$ cat src/logic/intExecPkg.sv
// Shared types for the integer execution stage.
// Operands arrive already resolved; there is no bypass network.
// The valid flag must stay the first member of every registered payload.
`default_nettype none

package intExecPkg;

    // ISA widths
    localparam int dataWidth = 32;
    localparam int insnBytes = 4;
    localparam int shiftAmtWidth = 5;
    localparam int brDispWidth = 20;

    typedef logic [dataWidth-1:0] dataWord;

    typedef enum logic [2:0] {
        opAlu,
        opShift,
        opBr,   // PC-relative branch or jump
        opRij,  // register-indirect jump
        opSel   // conditional select, also the default
    } intOpType;

    typedef enum logic [2:0] {
        condEq, condNe, condLt, condLtu, condGe, condGeu, condAl
    } condCode;

    typedef enum logic [2:0] {
        aluAdd, aluSub, aluAnd, aluOr, aluXor, aluSlt, aluSltu, aluLui
    } aluCode;

    typedef enum logic [1:0] {
        shiftSll, shiftSrl, shiftSra
    } shiftKind;

    typedef enum logic {
        operandReg, operandImm
    } operandKind;

    typedef struct packed {
        logic    ready;
        dataWord data;
    } operand;

    typedef struct packed {
        logic    predTaken;
        dataWord predTarget;
    } branchPred;

    typedef struct packed {
        logic                     valid;
        intOpType                 opType;
        condCode                  cond;
        aluCode                   aluFn;
        shiftKind                 shiftFn;
        logic [shiftAmtWidth-1:0] shiftAmt;
        logic                     useImmShift;  // immediate amount instead of operand B
        operandKind               kindA;
        operandKind               kindB;
        operand                   opA;
        operand                   opB;
        dataWord                  pc;
        logic [brDispWidth-1:0]   brDisp;
        branchPred                pred;
    } issuedOp;

    typedef struct packed {
        logic    valid;
        logic    isCondBr;
        dataWord brAddr;
        dataWord nextAddr;
        logic    execTaken;
        logic    predTaken;
        logic    mispred;
    } branchResult;

    // Result ready low means the op must be replayed
    typedef struct packed {
        logic        valid;
        operand      result;
        branchResult br;
        intOpType    opType;
    } writebackOp;

endpackage

`default_nettype wire

$ cat src/logic/pipeStageReg.sv
// Pipeline register for any packed payload whose first member is valid.
// Only valid is reset; the rest of the payload loads whenever stall is low.
// Clear drops valid on the next edge, stalled or not.
`timescale 1ns/100ps
`default_nettype none

module pipeStageReg #(
    parameter type payloadType = logic [1:0]
) (
    input  logic       clk,
    input  logic       rstN,
    input  logic       stall,
    input  logic       clear,
    input  payloadType d,
    output payloadType q
);

    localparam int payloadWidth = $bits(payloadType);

    logic [payloadWidth-1:0] dBits;
    logic                    validQ;
    logic [payloadWidth-2:0] bodyQ;

    assign dBits = d;

    always_ff @(posedge clk or negedge rstN) begin
        if (!rstN) begin
            validQ <= 1'b0;
        end else if (clear) begin
            validQ <= 1'b0;
        end else if (!stall) begin
            validQ <= dBits[payloadWidth-1];
        end
    end

    // Payload body
    always_ff @(posedge clk) begin
        if (!stall) begin
            bodyQ <= dBits[payloadWidth-2:0];
        end
    end

    assign q = payloadType'({validQ, bodyQ});

endmodule

`default_nettype wire

$ cat src/logic/intArithUnit.sv
// ALU and shifter for one integer op, purely combinational.
// Register shift amounts use only the low five bits of operand B.
`timescale 1ns/100ps
`default_nettype none

module intArithUnit (
    input  intExecPkg::issuedOp   op,
    output intExecPkg::dataWord   arithResult
);

    import intExecPkg::*;

    dataWord                  srcA;
    dataWord                  srcB;
    dataWord                  aluResult;
    dataWord                  shifterResult;
    logic [shiftAmtWidth-1:0] shiftAmt;
    logic                     sltBit;
    logic                     sltuBit;

    assign srcA = op.opA.data;
    assign srcB = op.opB.data;

    // Compare results for SLT and SLTU
    assign sltBit  = $signed(srcA) < $signed(srcB);
    assign sltuBit = srcA < srcB;

    always_comb begin
        case (op.aluFn)
            aluAdd:  aluResult = srcA + srcB;
            aluSub:  aluResult = srcA - srcB;
            aluAnd:  aluResult = srcA & srcB;
            aluOr:   aluResult = srcA | srcB;
            aluXor:  aluResult = srcA ^ srcB;
            aluSlt:  aluResult = {{(dataWidth-1){1'b0}}, sltBit};
            aluSltu: aluResult = {{(dataWidth-1){1'b0}}, sltuBit};
            default: aluResult = srcB;  // LUI passes the immediate through
        endcase
    end

    assign shiftAmt = op.useImmShift ? op.shiftAmt : srcB[shiftAmtWidth-1:0];

    always_comb begin
        case (op.shiftFn)
            shiftSll: shifterResult = srcA << shiftAmt;
            shiftSrl: shifterResult = srcA >> shiftAmt;
            default:  shifterResult = $signed(srcA) >>> shiftAmt;
        endcase
    end

    // Non-arithmetic ops ignore this output
    assign arithResult = (op.opType == opShift) ? shifterResult : aluResult;

endmodule

`default_nettype wire

$ cat src/logic/branchResolver.sv
// Branch condition, target and misprediction check, purely combinational.
// The valid field of the result is left low here; the top level qualifies it.
// condTrue also drives the conditional select of non-branch ops.
`timescale 1ns/100ps
`default_nettype none

module branchResolver (
    input  intExecPkg::issuedOp     op,
    output logic                    condTrue,
    output intExecPkg::branchResult result
);

    import intExecPkg::*;

    dataWord srcA;
    dataWord srcB;
    dataWord dispExt;
    dataWord brTarget;
    dataWord rijSum;
    dataWord fallThrough;
    logic    isBranch;
    logic    isJump;
    logic    taken;

    assign srcA = op.opA.data;
    assign srcB = op.opB.data;

    always_comb begin
        case (op.cond)
            condEq:  condTrue = (srcA == srcB);
            condNe:  condTrue = (srcA != srcB);
            condLt:  condTrue = ($signed(srcA) < $signed(srcB));
            condLtu: condTrue = (srcA < srcB);
            condGe:  condTrue = ($signed(srcA) >= $signed(srcB));
            condGeu: condTrue = (srcA >= srcB);
            default: condTrue = 1'b1;  // AL
        endcase
    end

    assign isBranch = (op.opType == opBr) || (op.opType == opRij);
    assign isJump   = (op.opType == opRij) || (op.opType == opBr && op.cond == condAl);
    assign taken    = isBranch && condTrue;

    // Displacement sign extension
    assign dispExt = {{(dataWidth-brDispWidth){op.brDisp[brDispWidth-1]}}, op.brDisp};

    assign brTarget    = op.pc + (dispExt << 1);
    assign rijSum      = srcA + dispExt;
    assign fallThrough = op.pc + dataWidth'(insnBytes);

    always_comb begin
        result.valid     = 1'b0;
        result.isCondBr  = !isJump;
        result.brAddr    = op.pc;
        result.execTaken = taken;
        result.predTaken = op.pred.predTaken;

        if (!taken) begin
            result.nextAddr = fallThrough;
        end else if (op.opType == opBr) begin
            result.nextAddr = brTarget;
        end else begin
            // JALR style, bit 0 forced low
            result.nextAddr = {rijSum[dataWidth-1:1], 1'b0};
        end

        // Direction miss, or taken to the wrong place
        result.mispred = (op.pred.predTaken != taken) ||
                         (taken && op.pred.predTarget != result.nextAddr);
    end

endmodule

`default_nettype wire

$ cat src/logic/intExecStage.sv
// Integer execution stage with a fixed latency of two clock edges.
// Stall freezes both registers; the source must hold issue while stalled.
// Clear empties the stage on the next edge.
`timescale 1ns/100ps
`default_nettype none

module intExecStage (
    input  logic                   clk,
    input  logic                   rstN,
    input  logic                   stall,
    input  logic                   clear,
    input  intExecPkg::issuedOp    issue,
    output intExecPkg::writebackOp writeback
);

    import intExecPkg::*;

    issuedOp     stageOp;
    dataWord     arithResult;
    logic        condTrue;
    branchResult brRaw;
    logic        regReady;
    logic        isBranch;
    writebackOp  nextWb;

    pipeStageReg #(.payloadType(issuedOp)) i_inReg (
        .clk   (clk),
        .rstN  (rstN),
        .stall (stall),
        .clear (clear),
        .d     (issue),
        .q     (stageOp)
    );

    intArithUnit i_arith (
        .op          (stageOp),
        .arithResult (arithResult)
    );

    branchResolver i_branch (
        .op       (stageOp),
        .condTrue (condTrue),
        .result   (brRaw)
    );

    // Result combining
    always_comb begin
        // A register source that was not ready forces a replay
        regReady = (stageOp.kindA != operandReg || stageOp.opA.ready) &&
                   (stageOp.kindB != operandReg || stageOp.opB.ready);
        isBranch = (stageOp.opType == opBr) || (stageOp.opType == opRij);

        nextWb.valid        = stageOp.valid;
        nextWb.opType       = stageOp.opType;
        nextWb.result.ready = regReady;

        case (stageOp.opType)
            opAlu, opShift: nextWb.result.data = arithResult;
            opBr, opRij:    nextWb.result.data = stageOp.pc + dataWidth'(insnBytes);
            default:        nextWb.result.data = condTrue ? stageOp.opA.data
                                                          : stageOp.opB.data;
        endcase

        nextWb.br         = brRaw;
        nextWb.br.valid   = stageOp.valid && isBranch && regReady;
        nextWb.br.mispred = nextWb.br.valid && brRaw.mispred;
    end

    pipeStageReg #(.payloadType(writebackOp)) i_outReg (
        .clk   (clk),
        .rstN  (rstN),
        .stall (stall),
        .clear (clear),
        .d     (nextWb),
        .q     (writeback)
    );

endmodule

`default_nettype wire

$ cat config.mk
export PLATFORM = sky130hd
export DESIGN_NAME = intExecStage
export DESIGN_NICKNAME = d
export VERILOG_FILES = /design/src/logic/intExecPkg.sv /design/src/logic/pipeStageReg.sv /design/src/logic/intArithUnit.sv /design/src/logic/branchResolver.sv /design/src/logic/intExecStage.sv
export SDC_FILE = /design/constraint.sdc
export NUM_CORES = 1
export LEC_CHECK = 0
export ABC_CLOCK_PERIOD_IN_PS = 5050
export BUFFER_PORTS_ARGS = -buffer_cell sky130_fd_sc_hd__buf_4
export CELL_PAD_IN_SITES_DETAIL_PLACEMENT = 1
export CELL_PAD_IN_SITES_GLOBAL_PLACEMENT = 2
export CORE_ASPECT_RATIO = 0.6
export CORE_MARGIN = 10
export CORE_UTILIZATION = 37
export CTS_BUF_LIST = sky130_fd_sc_hd__clkbuf_8 sky130_fd_sc_hd__clkbuf_16
export DETAILED_ROUTE_END_ITERATION = 8
export PLACE_DENSITY_LB_ADDON = 0.05
export SYNTH_ARGS = -nofsm -noshare
export SYNTH_HDL_FRONTEND = slang
export SYNTH_SLANG_ARGS = --single-unit
$ cat constraint.sdc
create_clock -name clk -period 5.05 [get_ports clk]
set_clock_uncertainty 0.05 [all_clocks]
set_input_delay 0.505 -clock clk [delete_from_list [all_inputs] [get_ports clk]]
set_output_delay 0.505 -clock clk [all_outputs]
set_load 0.03 [all_outputs]
Word-level counts from Yosys, hierarchy flattened --
Cells that the tools add are included. Widths: inputs -> output; s select.
Word-level totals: output and inout port bits 106, bits in registers 277, input bits 175
Operators by class: reduce and logical (&&, ||, !) cells 19, bitwise operators 3, equal/unequal tests 21, shift-type cells 3, $lt $le $gt $ge 4, multiplexer cells 13, add/sub/neg operators 5
Operators with widths (count):
- $pmux 32 s7 | 1
- $mux 32 | 4
- $pmux 32 s2 | 2
- $add 32x32->32 | 3
- $ge 32x32->1 | 2
- $lt 32x32->1 | 2
- $ne 32x32->1 | 2
- $add 32x3->32 const B | 1
- $and 32x32->32 | 1
- $eq 32x32->1 | 1
- $or 32x32->32 | 1
- $shl 32x5->32 | 1
- $shr 32x5->32 | 1
- $sshr 32x5->32 | 1
- $sub 32x32->32 | 1
- $xor 32x32->32 | 1
- $eq 3x2->1 const B | 6
- $eq 3x3->1 const B | 6
- $eq 3x1->1 const B | 3
- $logic_not 3->1 | 3
- $logic_and 1x1->1 | 7
- $pmux 1 s6 | 1
- $logic_or 1x1->1 | 5
- $mux 5 | 1
- other kinds (7) | 11

Depth between registers and ports, before layout --
Gate-level depths: netlist of run 1.
word-level depth 8, depth in mapped cells 19, mapped depth without buffers 18

Hierarchy --
From an unflattened synthesis of run 1, not the netlist that was laid out.
Unflattened totals: cells, all modules 3015, area, all modules 26978.4 um2
Modules (own cells, without submodules):
- intArithUnit | area each 10237.3 um2, times used 1, cells each 1507, sequential area each 0.0 um2
- branchResolver | area each 6827.8 um2, times used 1, cells each 1002, sequential area each 0.0 um2
- pipeStageReg at i_inReg | area each 5154.9 um2, times used 1, cells each 175, sequential area each 5129.9 um2
- pipeStageReg at i_outReg | area each 3203.1 um2, times used 1, cells each 110, sequential area each 3178.0 um2
- intExecStage | area each 1555.2 um2, times used 1, cells each 221, sequential area each 0.0 um2

Least setup slack after synthesis of run 1 --
No wires, ideal clock.
kind input -> register, start input stall, end register i_inReg.bodyQ[0], enable pin, library setup time 624 ps, arrival time 5800 ps, cell stages on the path 1, path buffers 0, slack -1424 ps, cells stage by stage inv_1
RTL lines:
- start, declared | RTL line intExecStage.sv:10 | input logic stall,
- end signal, assigned | RTL line pipeStageReg.sv:39 | bodyQ <= dBits[payloadWidth-2:0];
- end, declared | RTL line pipeStageReg.sv:22 | logic [payloadWidth-2:0] bodyQ;
No word-level cell between the ends.

==> flow_metrics.tcl, run 1 <==
set metrics [dict create \
    status "finished, final reports clean" \
    core_area_sq_um 62700 \
    yosysWarnings 0 \
    layout-drive-gt1-share 0.214 \
    endpoint_kind "flop" \
    antenna_found_initial 1 \
    drv_slew 0 \
    whs_ns 0.0167 \
    fp.dieArea_sq_um 74200 \
    synth_area_leaders "edfxtp_1 (35%), ha_1 (8.4%), a21oi_1 (5.5%)" \
    fin_nets 3634 \
    cts_buffers 30 \
    min_period_over_period 0.978 \
    ys_seq_elements 277 \
    yosys.area.top_type_share 0.352 \
    syn_nets 3051 \
    area_delta_synth_final_pct 32.3 \
    die_w_um 345 \
    worstSetupPathType "flop to flop" \
    place_inst 3951 \
    syn_area_per_cell_sq_um 8.65 \
    dp_hpwl_um 99900 \
    synthArstFlopShare 0.00722 \
    fmax_mhz 203 \
    finalWirelength_um 130000 \
    power.leakage_uw 0.0128 \
    cp_max_fo 4 \
    cts.htree.levels 1 \
    synth.distinct_cells 84 \
    maxCapViolations 0 \
    hold_viol_final 0 \
    synth_area_leader_cell "edfxtp_1" \
    clkTransAtPathRegs_ns 0.07 \
    num_antenna_cells 0 \
    crit_arrival_ns 5.26 \
    grt_overflow 0 \
    clk_latency_ns 0.64 \
    viasPerCell 6.25 \
    drc 0 \
    fin_crit_ns 4.94 \
    die_y_um 215 \
    dr_total_vias 26000 \
    setup_viol 0 \
    track_usage 0.332 \
    syn_area_sq_um 23500 \
    worst_pin_slew_ns 1.18 \
    ys_seq_area_frac 0.354 \
    rows 71 \
    final_antenna_net_count 0 \
    crit_path_start_kind "flop" \
    ir_drop_uv 335 \
    cts_buffer_depth 3 \
    drt-initial-drc-count 3324 \
    final_util 0.495 \
    grt_pass1_vias 26000 \
    ys.flop_type "edfxtp_1" \
    tritoncts "built" \
    initial_core_util 0.374 \
    grt_pass1_wl_um 186000 \
    gp_congestion 1.02 \
    fin_cells 4159 \
    wire_per_inst_um 31.2 \
    power_uw 10100 \
    io_pins 281 \
    grt_max_degree 161 \
    rsz0062_at_grt "yes" \
    clockRootBuffer "clkbuf_16" \
    postSynthCellCount 2715 \
    hold_class "input port to flop" \
    clock-sinks 277 \
    synth_edf_count 275 \
    power_density_nw_per_um2 326 \
    dr.pass1.iters 6 \
    required_ns 5.37 \
    port-buffer-count 280 \
    relSlewSlack 0.201 \
]
[area by class of cell]
class	count	area [sq um]
inverter	127	483
clock buffer	30	751
multi-input combinational	2146	14300
timing repair buffer	716	5840
fill	7228	31700
tap	839	1050
sequential	277	8310
clock inverter	24	335
[critical path: stages (launching register included)]
cell and delay, ns:
edfxtp_1 0.54, ha_1 0.38, a211oi_1 0.37, o211ai_1 0.28, nand4_1 0.16, buf_4 0.17
a21oi_1 0.10, buf_4 0.16, o21ai_1 0.25, xnor2_1 0.18, nor2_1 0.07, buf_4 0.17
a211oi_2 0.23, a21oi_2 0.09, buf_4 0.16, a2111oi_4 0.34, nand4_1 0.34, nor4_1 0.38
buf_4 0.16, a31oi_1 0.08
[worst paths after layout]
path,slack (ns),startpoint,to,depth (start not counted)
min in group asynchronous,0.15,rstN,i_outReg.validQ,2
worst min register to register,0.43,i_inReg.bodyQ[32],i_outReg.bodyQ[4],0
worst max-delay path,0.11,i_inReg.bodyQ[34],i_outReg.bodyQ[3],19
worst min-delay path,0.02,issue[82],i_inReg.bodyQ[82],1
max in group asynchronous,4.70,rstN,i_inReg.validQ,2
worst max register to register,0.11,i_inReg.bodyQ[34],i_outReg.bodyQ[3],19
[registers in the layout (all words and copies together), names as in the netlist]
| signal | count |
|---|---|
| i_inReg.validQ | 1 |
| i_outReg.validQ | 1 |
| i_outReg.bodyQ | 105 |
| i_inReg.bodyQ | 170 |
[per-stage QoR]
stage	area (sq um)	worst slack (ns)	TNS [ns]
after floorplan	23500	0.0654	0
after global placement	28300	-0.100	-0.100
after detailed placement	28300	-0.179	-0.179
after CTS	30900	0.00227	0
after global routing	31100	-0.0790	-0.0790
final	31100	0.112	0
[layout by cell type, fill, tap and decap left out, drive strengths merged, types with 56 or more instances in the layout]
cell / Yosys / layout
buf: 36 / 566
edfxtp: 275 / 275
nor2: 312 / 312
o21ai: 204 / 204
inv: 124 / 126
mux2i: 84 / 84
nor3: 75 / 75
a21oi: 262 / 262
nand3: 56 / 56
dlygate4sd3: 0 / 150
nand2: 242 / 242
ha: 157 / 157
[cell usage after synthesis, drive strengths merged, types with 11 or more instances]
cell type	n
a2111oi	15
and3	23
xor2	49
or3	21
ha	157
a211oi	36
o221ai	22
nand2	242
nor4	20
nand2b	23
xnor2	53
nand3	56
a22oi	21
clkbuf	129
a21oi	262
edfxtp	275
o21bai	25
a31oi	27
buf	36
nor3	75
nor2	312
o22ai	15
o21a	19
nand4	27
mux2i	84
inv	124
a21o	49
o31ai	23
or2	13
o311ai	11
o2111ai	11
a221oi	18
o211ai	53
and2	15
a221o	12
o21ai	204
nor2b	19
mux4	15
[cells by family (layout without fill, tap and decap cells)]
family / Yosys count / after routing / share of synthesized area
flops: 277 / 277 / 0.354
xor+xnor: 102 / 102 / 0.0381
simple gates: 875 / 875 / 0.170
buf+inv: 292 / 897 / 0.0479
fa+ha+maj: 161 / 161 / 0.0871
mux: 108 / 108 / 0.0545
compound gates: 900 / 900 / 0.249
[power breakdown]
part	total [uW]	internal (uW)	switching, uW
clock	2570	1450	1110
combinational	4620	1670	2950
sequential	2940	2780	160
[metal layers]
metal  up-vias  wire, um  track usage
met3       148     15100       0.0987
met2      1489     52900        0.477
met4         0      2880       0.0675
li1      11300         -            -
met5         -         0            0
met1     13000     59000        0.485
[repair_timing]
item                                    4_1_cts  5_1_grt
resized for setup                             9       29
pin swaps                                     5        9
hold buffers                                150        0
buffers inserted                              1        3
hold endpoints to repair                    152        0
endpoints found under the setup margin        1        5
Power figures use the tool's default switching activity.
==> inputs of run 2 (changes only) <==
Settings changed: RECOVER_POWER from default to 50.
==> flow_metrics.tcl, run 2 (synthesized netlist as in run 1, its figures left out) <==
set metrics [dict create \
    final_antenna_net_count 0 \
    cp_num_buf_inv 1 \
    clock-sinks 277 \
    crit-reg2reg-capture "i_outReg.bodyQ[91]" \
    switching_power_uw 4220 \
    num_antenna_cells 0 \
    die_w_um 345 \
    grt_max_degree 161 \
    area_delta_synth_final_pct 31.3 \
    die_y_um 215 \
    largest_register "i_inReg.bodyQ" \
    fin_area_sq_um 30800 \
    dr.pass1.iters 6 \
    dp_hpwl_um 99900 \
    drv_slew 299 \
    drc 0 \
    gp_congestion 1.02 \
    status "finished, violations left" \
    reg.largest.list "i_inReg.bodyQ x170, i_outReg.bodyQ x105" \
    worst_slack_ns -0.0480 \
    cts.htree.levels 1 \
    cp_max_fo 27 \
    worstSetupPathType "flop to flop" \
    relSlewSlack -1.89 \
    finalWirelength_um 130000 \
    reg2reg_from "i_inReg.bodyQ[168]" \
    cp_common_cell "o21ai_0" \
    rows 71 \
    track_usage 0.332 \
    grt_pass1_vias 26000 \
    dr_total_vias 26000 \
    setup_viol 2 \
    endpoint_kind "flop" \
    layout-drive-gt1-share 0.197 \
    power_density_nw_per_um2 328 \
    violations "capacitance limit, slew limit, setup timing" \
    clkTransAtPathRegs_ns 0.07 \
    tritoncts "built" \
    crit_arrival_ns 5.47 \
    fillers 7264 \
    fmax_mhz 196 \
    critical_path.cell_chain "clkbuf_1 > nor2_1 > nand2_1 > a21oi_1 > o221ai_1 > o21ai_0 > o21ai_0 > o311ai_0" \
    port-buffer-count 280 \
    setup.worst_path.end "i_outReg.bodyQ[91]" \
    power_frac_comb 0.454 \
    fin_nets 3634 \
    hold_class "input port to flop" \
    clk_latency_ns 0.64 \
    grt_pass1_wl_um 186000 \
    core_area_sq_um 62700 \
    initial_core_util 0.374 \
    cp.depth 8 \
    rsz0062_at_grt "yes" \
    required_ns 5.42 \
    ff2ff_setup_slack_ns -0.05 \
    ff2ff_path_depth 8 \
    clockRootBuffer "clkbuf_16" \
    wire_per_inst_um 31.2 \
    internal_power_uw 5890 \
    antenna_found_initial 1 \
    crit_path_start_kind "flop" \
    hold_viol_final 0 \
    fin_crit_ns 5.10 \
    slowest_stage "nor2_1" \
    largest_reg_flops 170 \
    grt_overflow 0 \
    placed_area_sq_um 28300 \
    whs_ns 0.0611 \
    min_period_over_period 1.01 \
    ir_drop_uv 333 \
    power.leakage_uw 0.0126 \
    cts_buffer_depth 3 \
    maxCapViolations 3 \
    final_common_cell "buf_4" \
    worst_pin_slew_ns 4.34 \
    crit_path_max_incr_delay_ns 1.02 \
    fp.dieArea_sq_um 74200 \
    drt-initial-drc-count 3379 \
    clkPwrFrac 0.254 \
    viasPerCell 6.25 \
    p_seq_frac 0.292 \
    setup_tns_ns -0.0675 \
    critPathLaunch "i_inReg.bodyQ[168]" \
    final_cell_mix "buf_4 (374), nor2_1 (310), edfxtp_1 (275)" \
    cts_buffers 30 \
    io_pins 281 \
    p_sw_frac 0.417 \
    path_delay_family "compound AO/OA/AOI/OAI gates" \
]
==> run 2: cell types whose count changed in the layout (fill, tap and decap cells not counted), sizes merged <==
cell / delta
buf: -186
clkbuf: +186
==> run 2: timing repair <==
item	in CTS	in global routing
gates cloned	0	0
pin swaps	5	9
setup endpoints to repair	1	5
hold endpoints to repair	152	0
hold buffers	150	0
buffers inserted	1	3
resized for setup	9	29
==> run 2: worst reg2reg max path, delay by kind of cell (launching register included) <==
family / cells / cell delay (ns)
AO/OA/AOI/OAI: 5 / 1.95
AND/OR/NAND/NOR: 2 / 1.69
buffers and inverters: 1 / 0.77
flip-flops: 1 / 0.42
==> run 2: how the worst min path moves through the flow <==
stage / start / to / slack [ns] / cells after the start
3_3_place_gp: rstN / i_outReg.validQ / 0.24 / 1
4_1_cts: issue[124] / i_inReg.bodyQ[124] / 0.001 / 1
2_1_floorplan: rstN / i_inReg.validQ / 0.16 / 0
5_1_grt: issue[157] / i_inReg.bodyQ[157] / 0.04 / 1
3_5_place_dp: rstN / i_inReg.validQ / 0.25 / 1
6_report: issue[157] / i_inReg.bodyQ[157] / 0.06 / 1
==> run 2: per-layer routing <==
metal	track usage	part of all wire
met5	0	0
met4	0.0675	0.022
met3	0.0987	0.12
met2	0.477	0.41
met1	0.485	0.45
==> run 2: cell type report <==
cell class                      instances  area [sq um]  area share
Inverter                              127           480      0.0156
Clock inverter                         24           335      0.0109
Timing Repair Buffer                  716          5610       0.182
Sequential cell                       277          8310       0.270
Tap cell                              839          1050      0.0341
Multi-Input combinational cell       2146         14300       0.464
Clock buffer                           30           751      0.0244
==> run 2: power by group through the flow <==
stage,clock [uW],sequential (uW),combinational (uW)
after floorplan,0,3130,2210
after global placement,0,2970,4210
after detailed placement,0,2980,4260
after CTS,2570,2940,4400
after global routing,2670,2970,4840
final,2560,2950,4600
==> run 2: stage by stage <==
step           std cells  setup slack [ns]  power, uW  utilization
3_5_place_dp        3951            -0.179       7240        0.451
5_1_grt             4159           -0.0790      10500        0.491
4_1_cts             4156           0.00227       9910        0.493
6_report            4159           -0.0480      10100        0.491
3_3_place_gp        3951            -0.100       7180        0.451
2_1_floorplan       2715            0.0654       5340            -
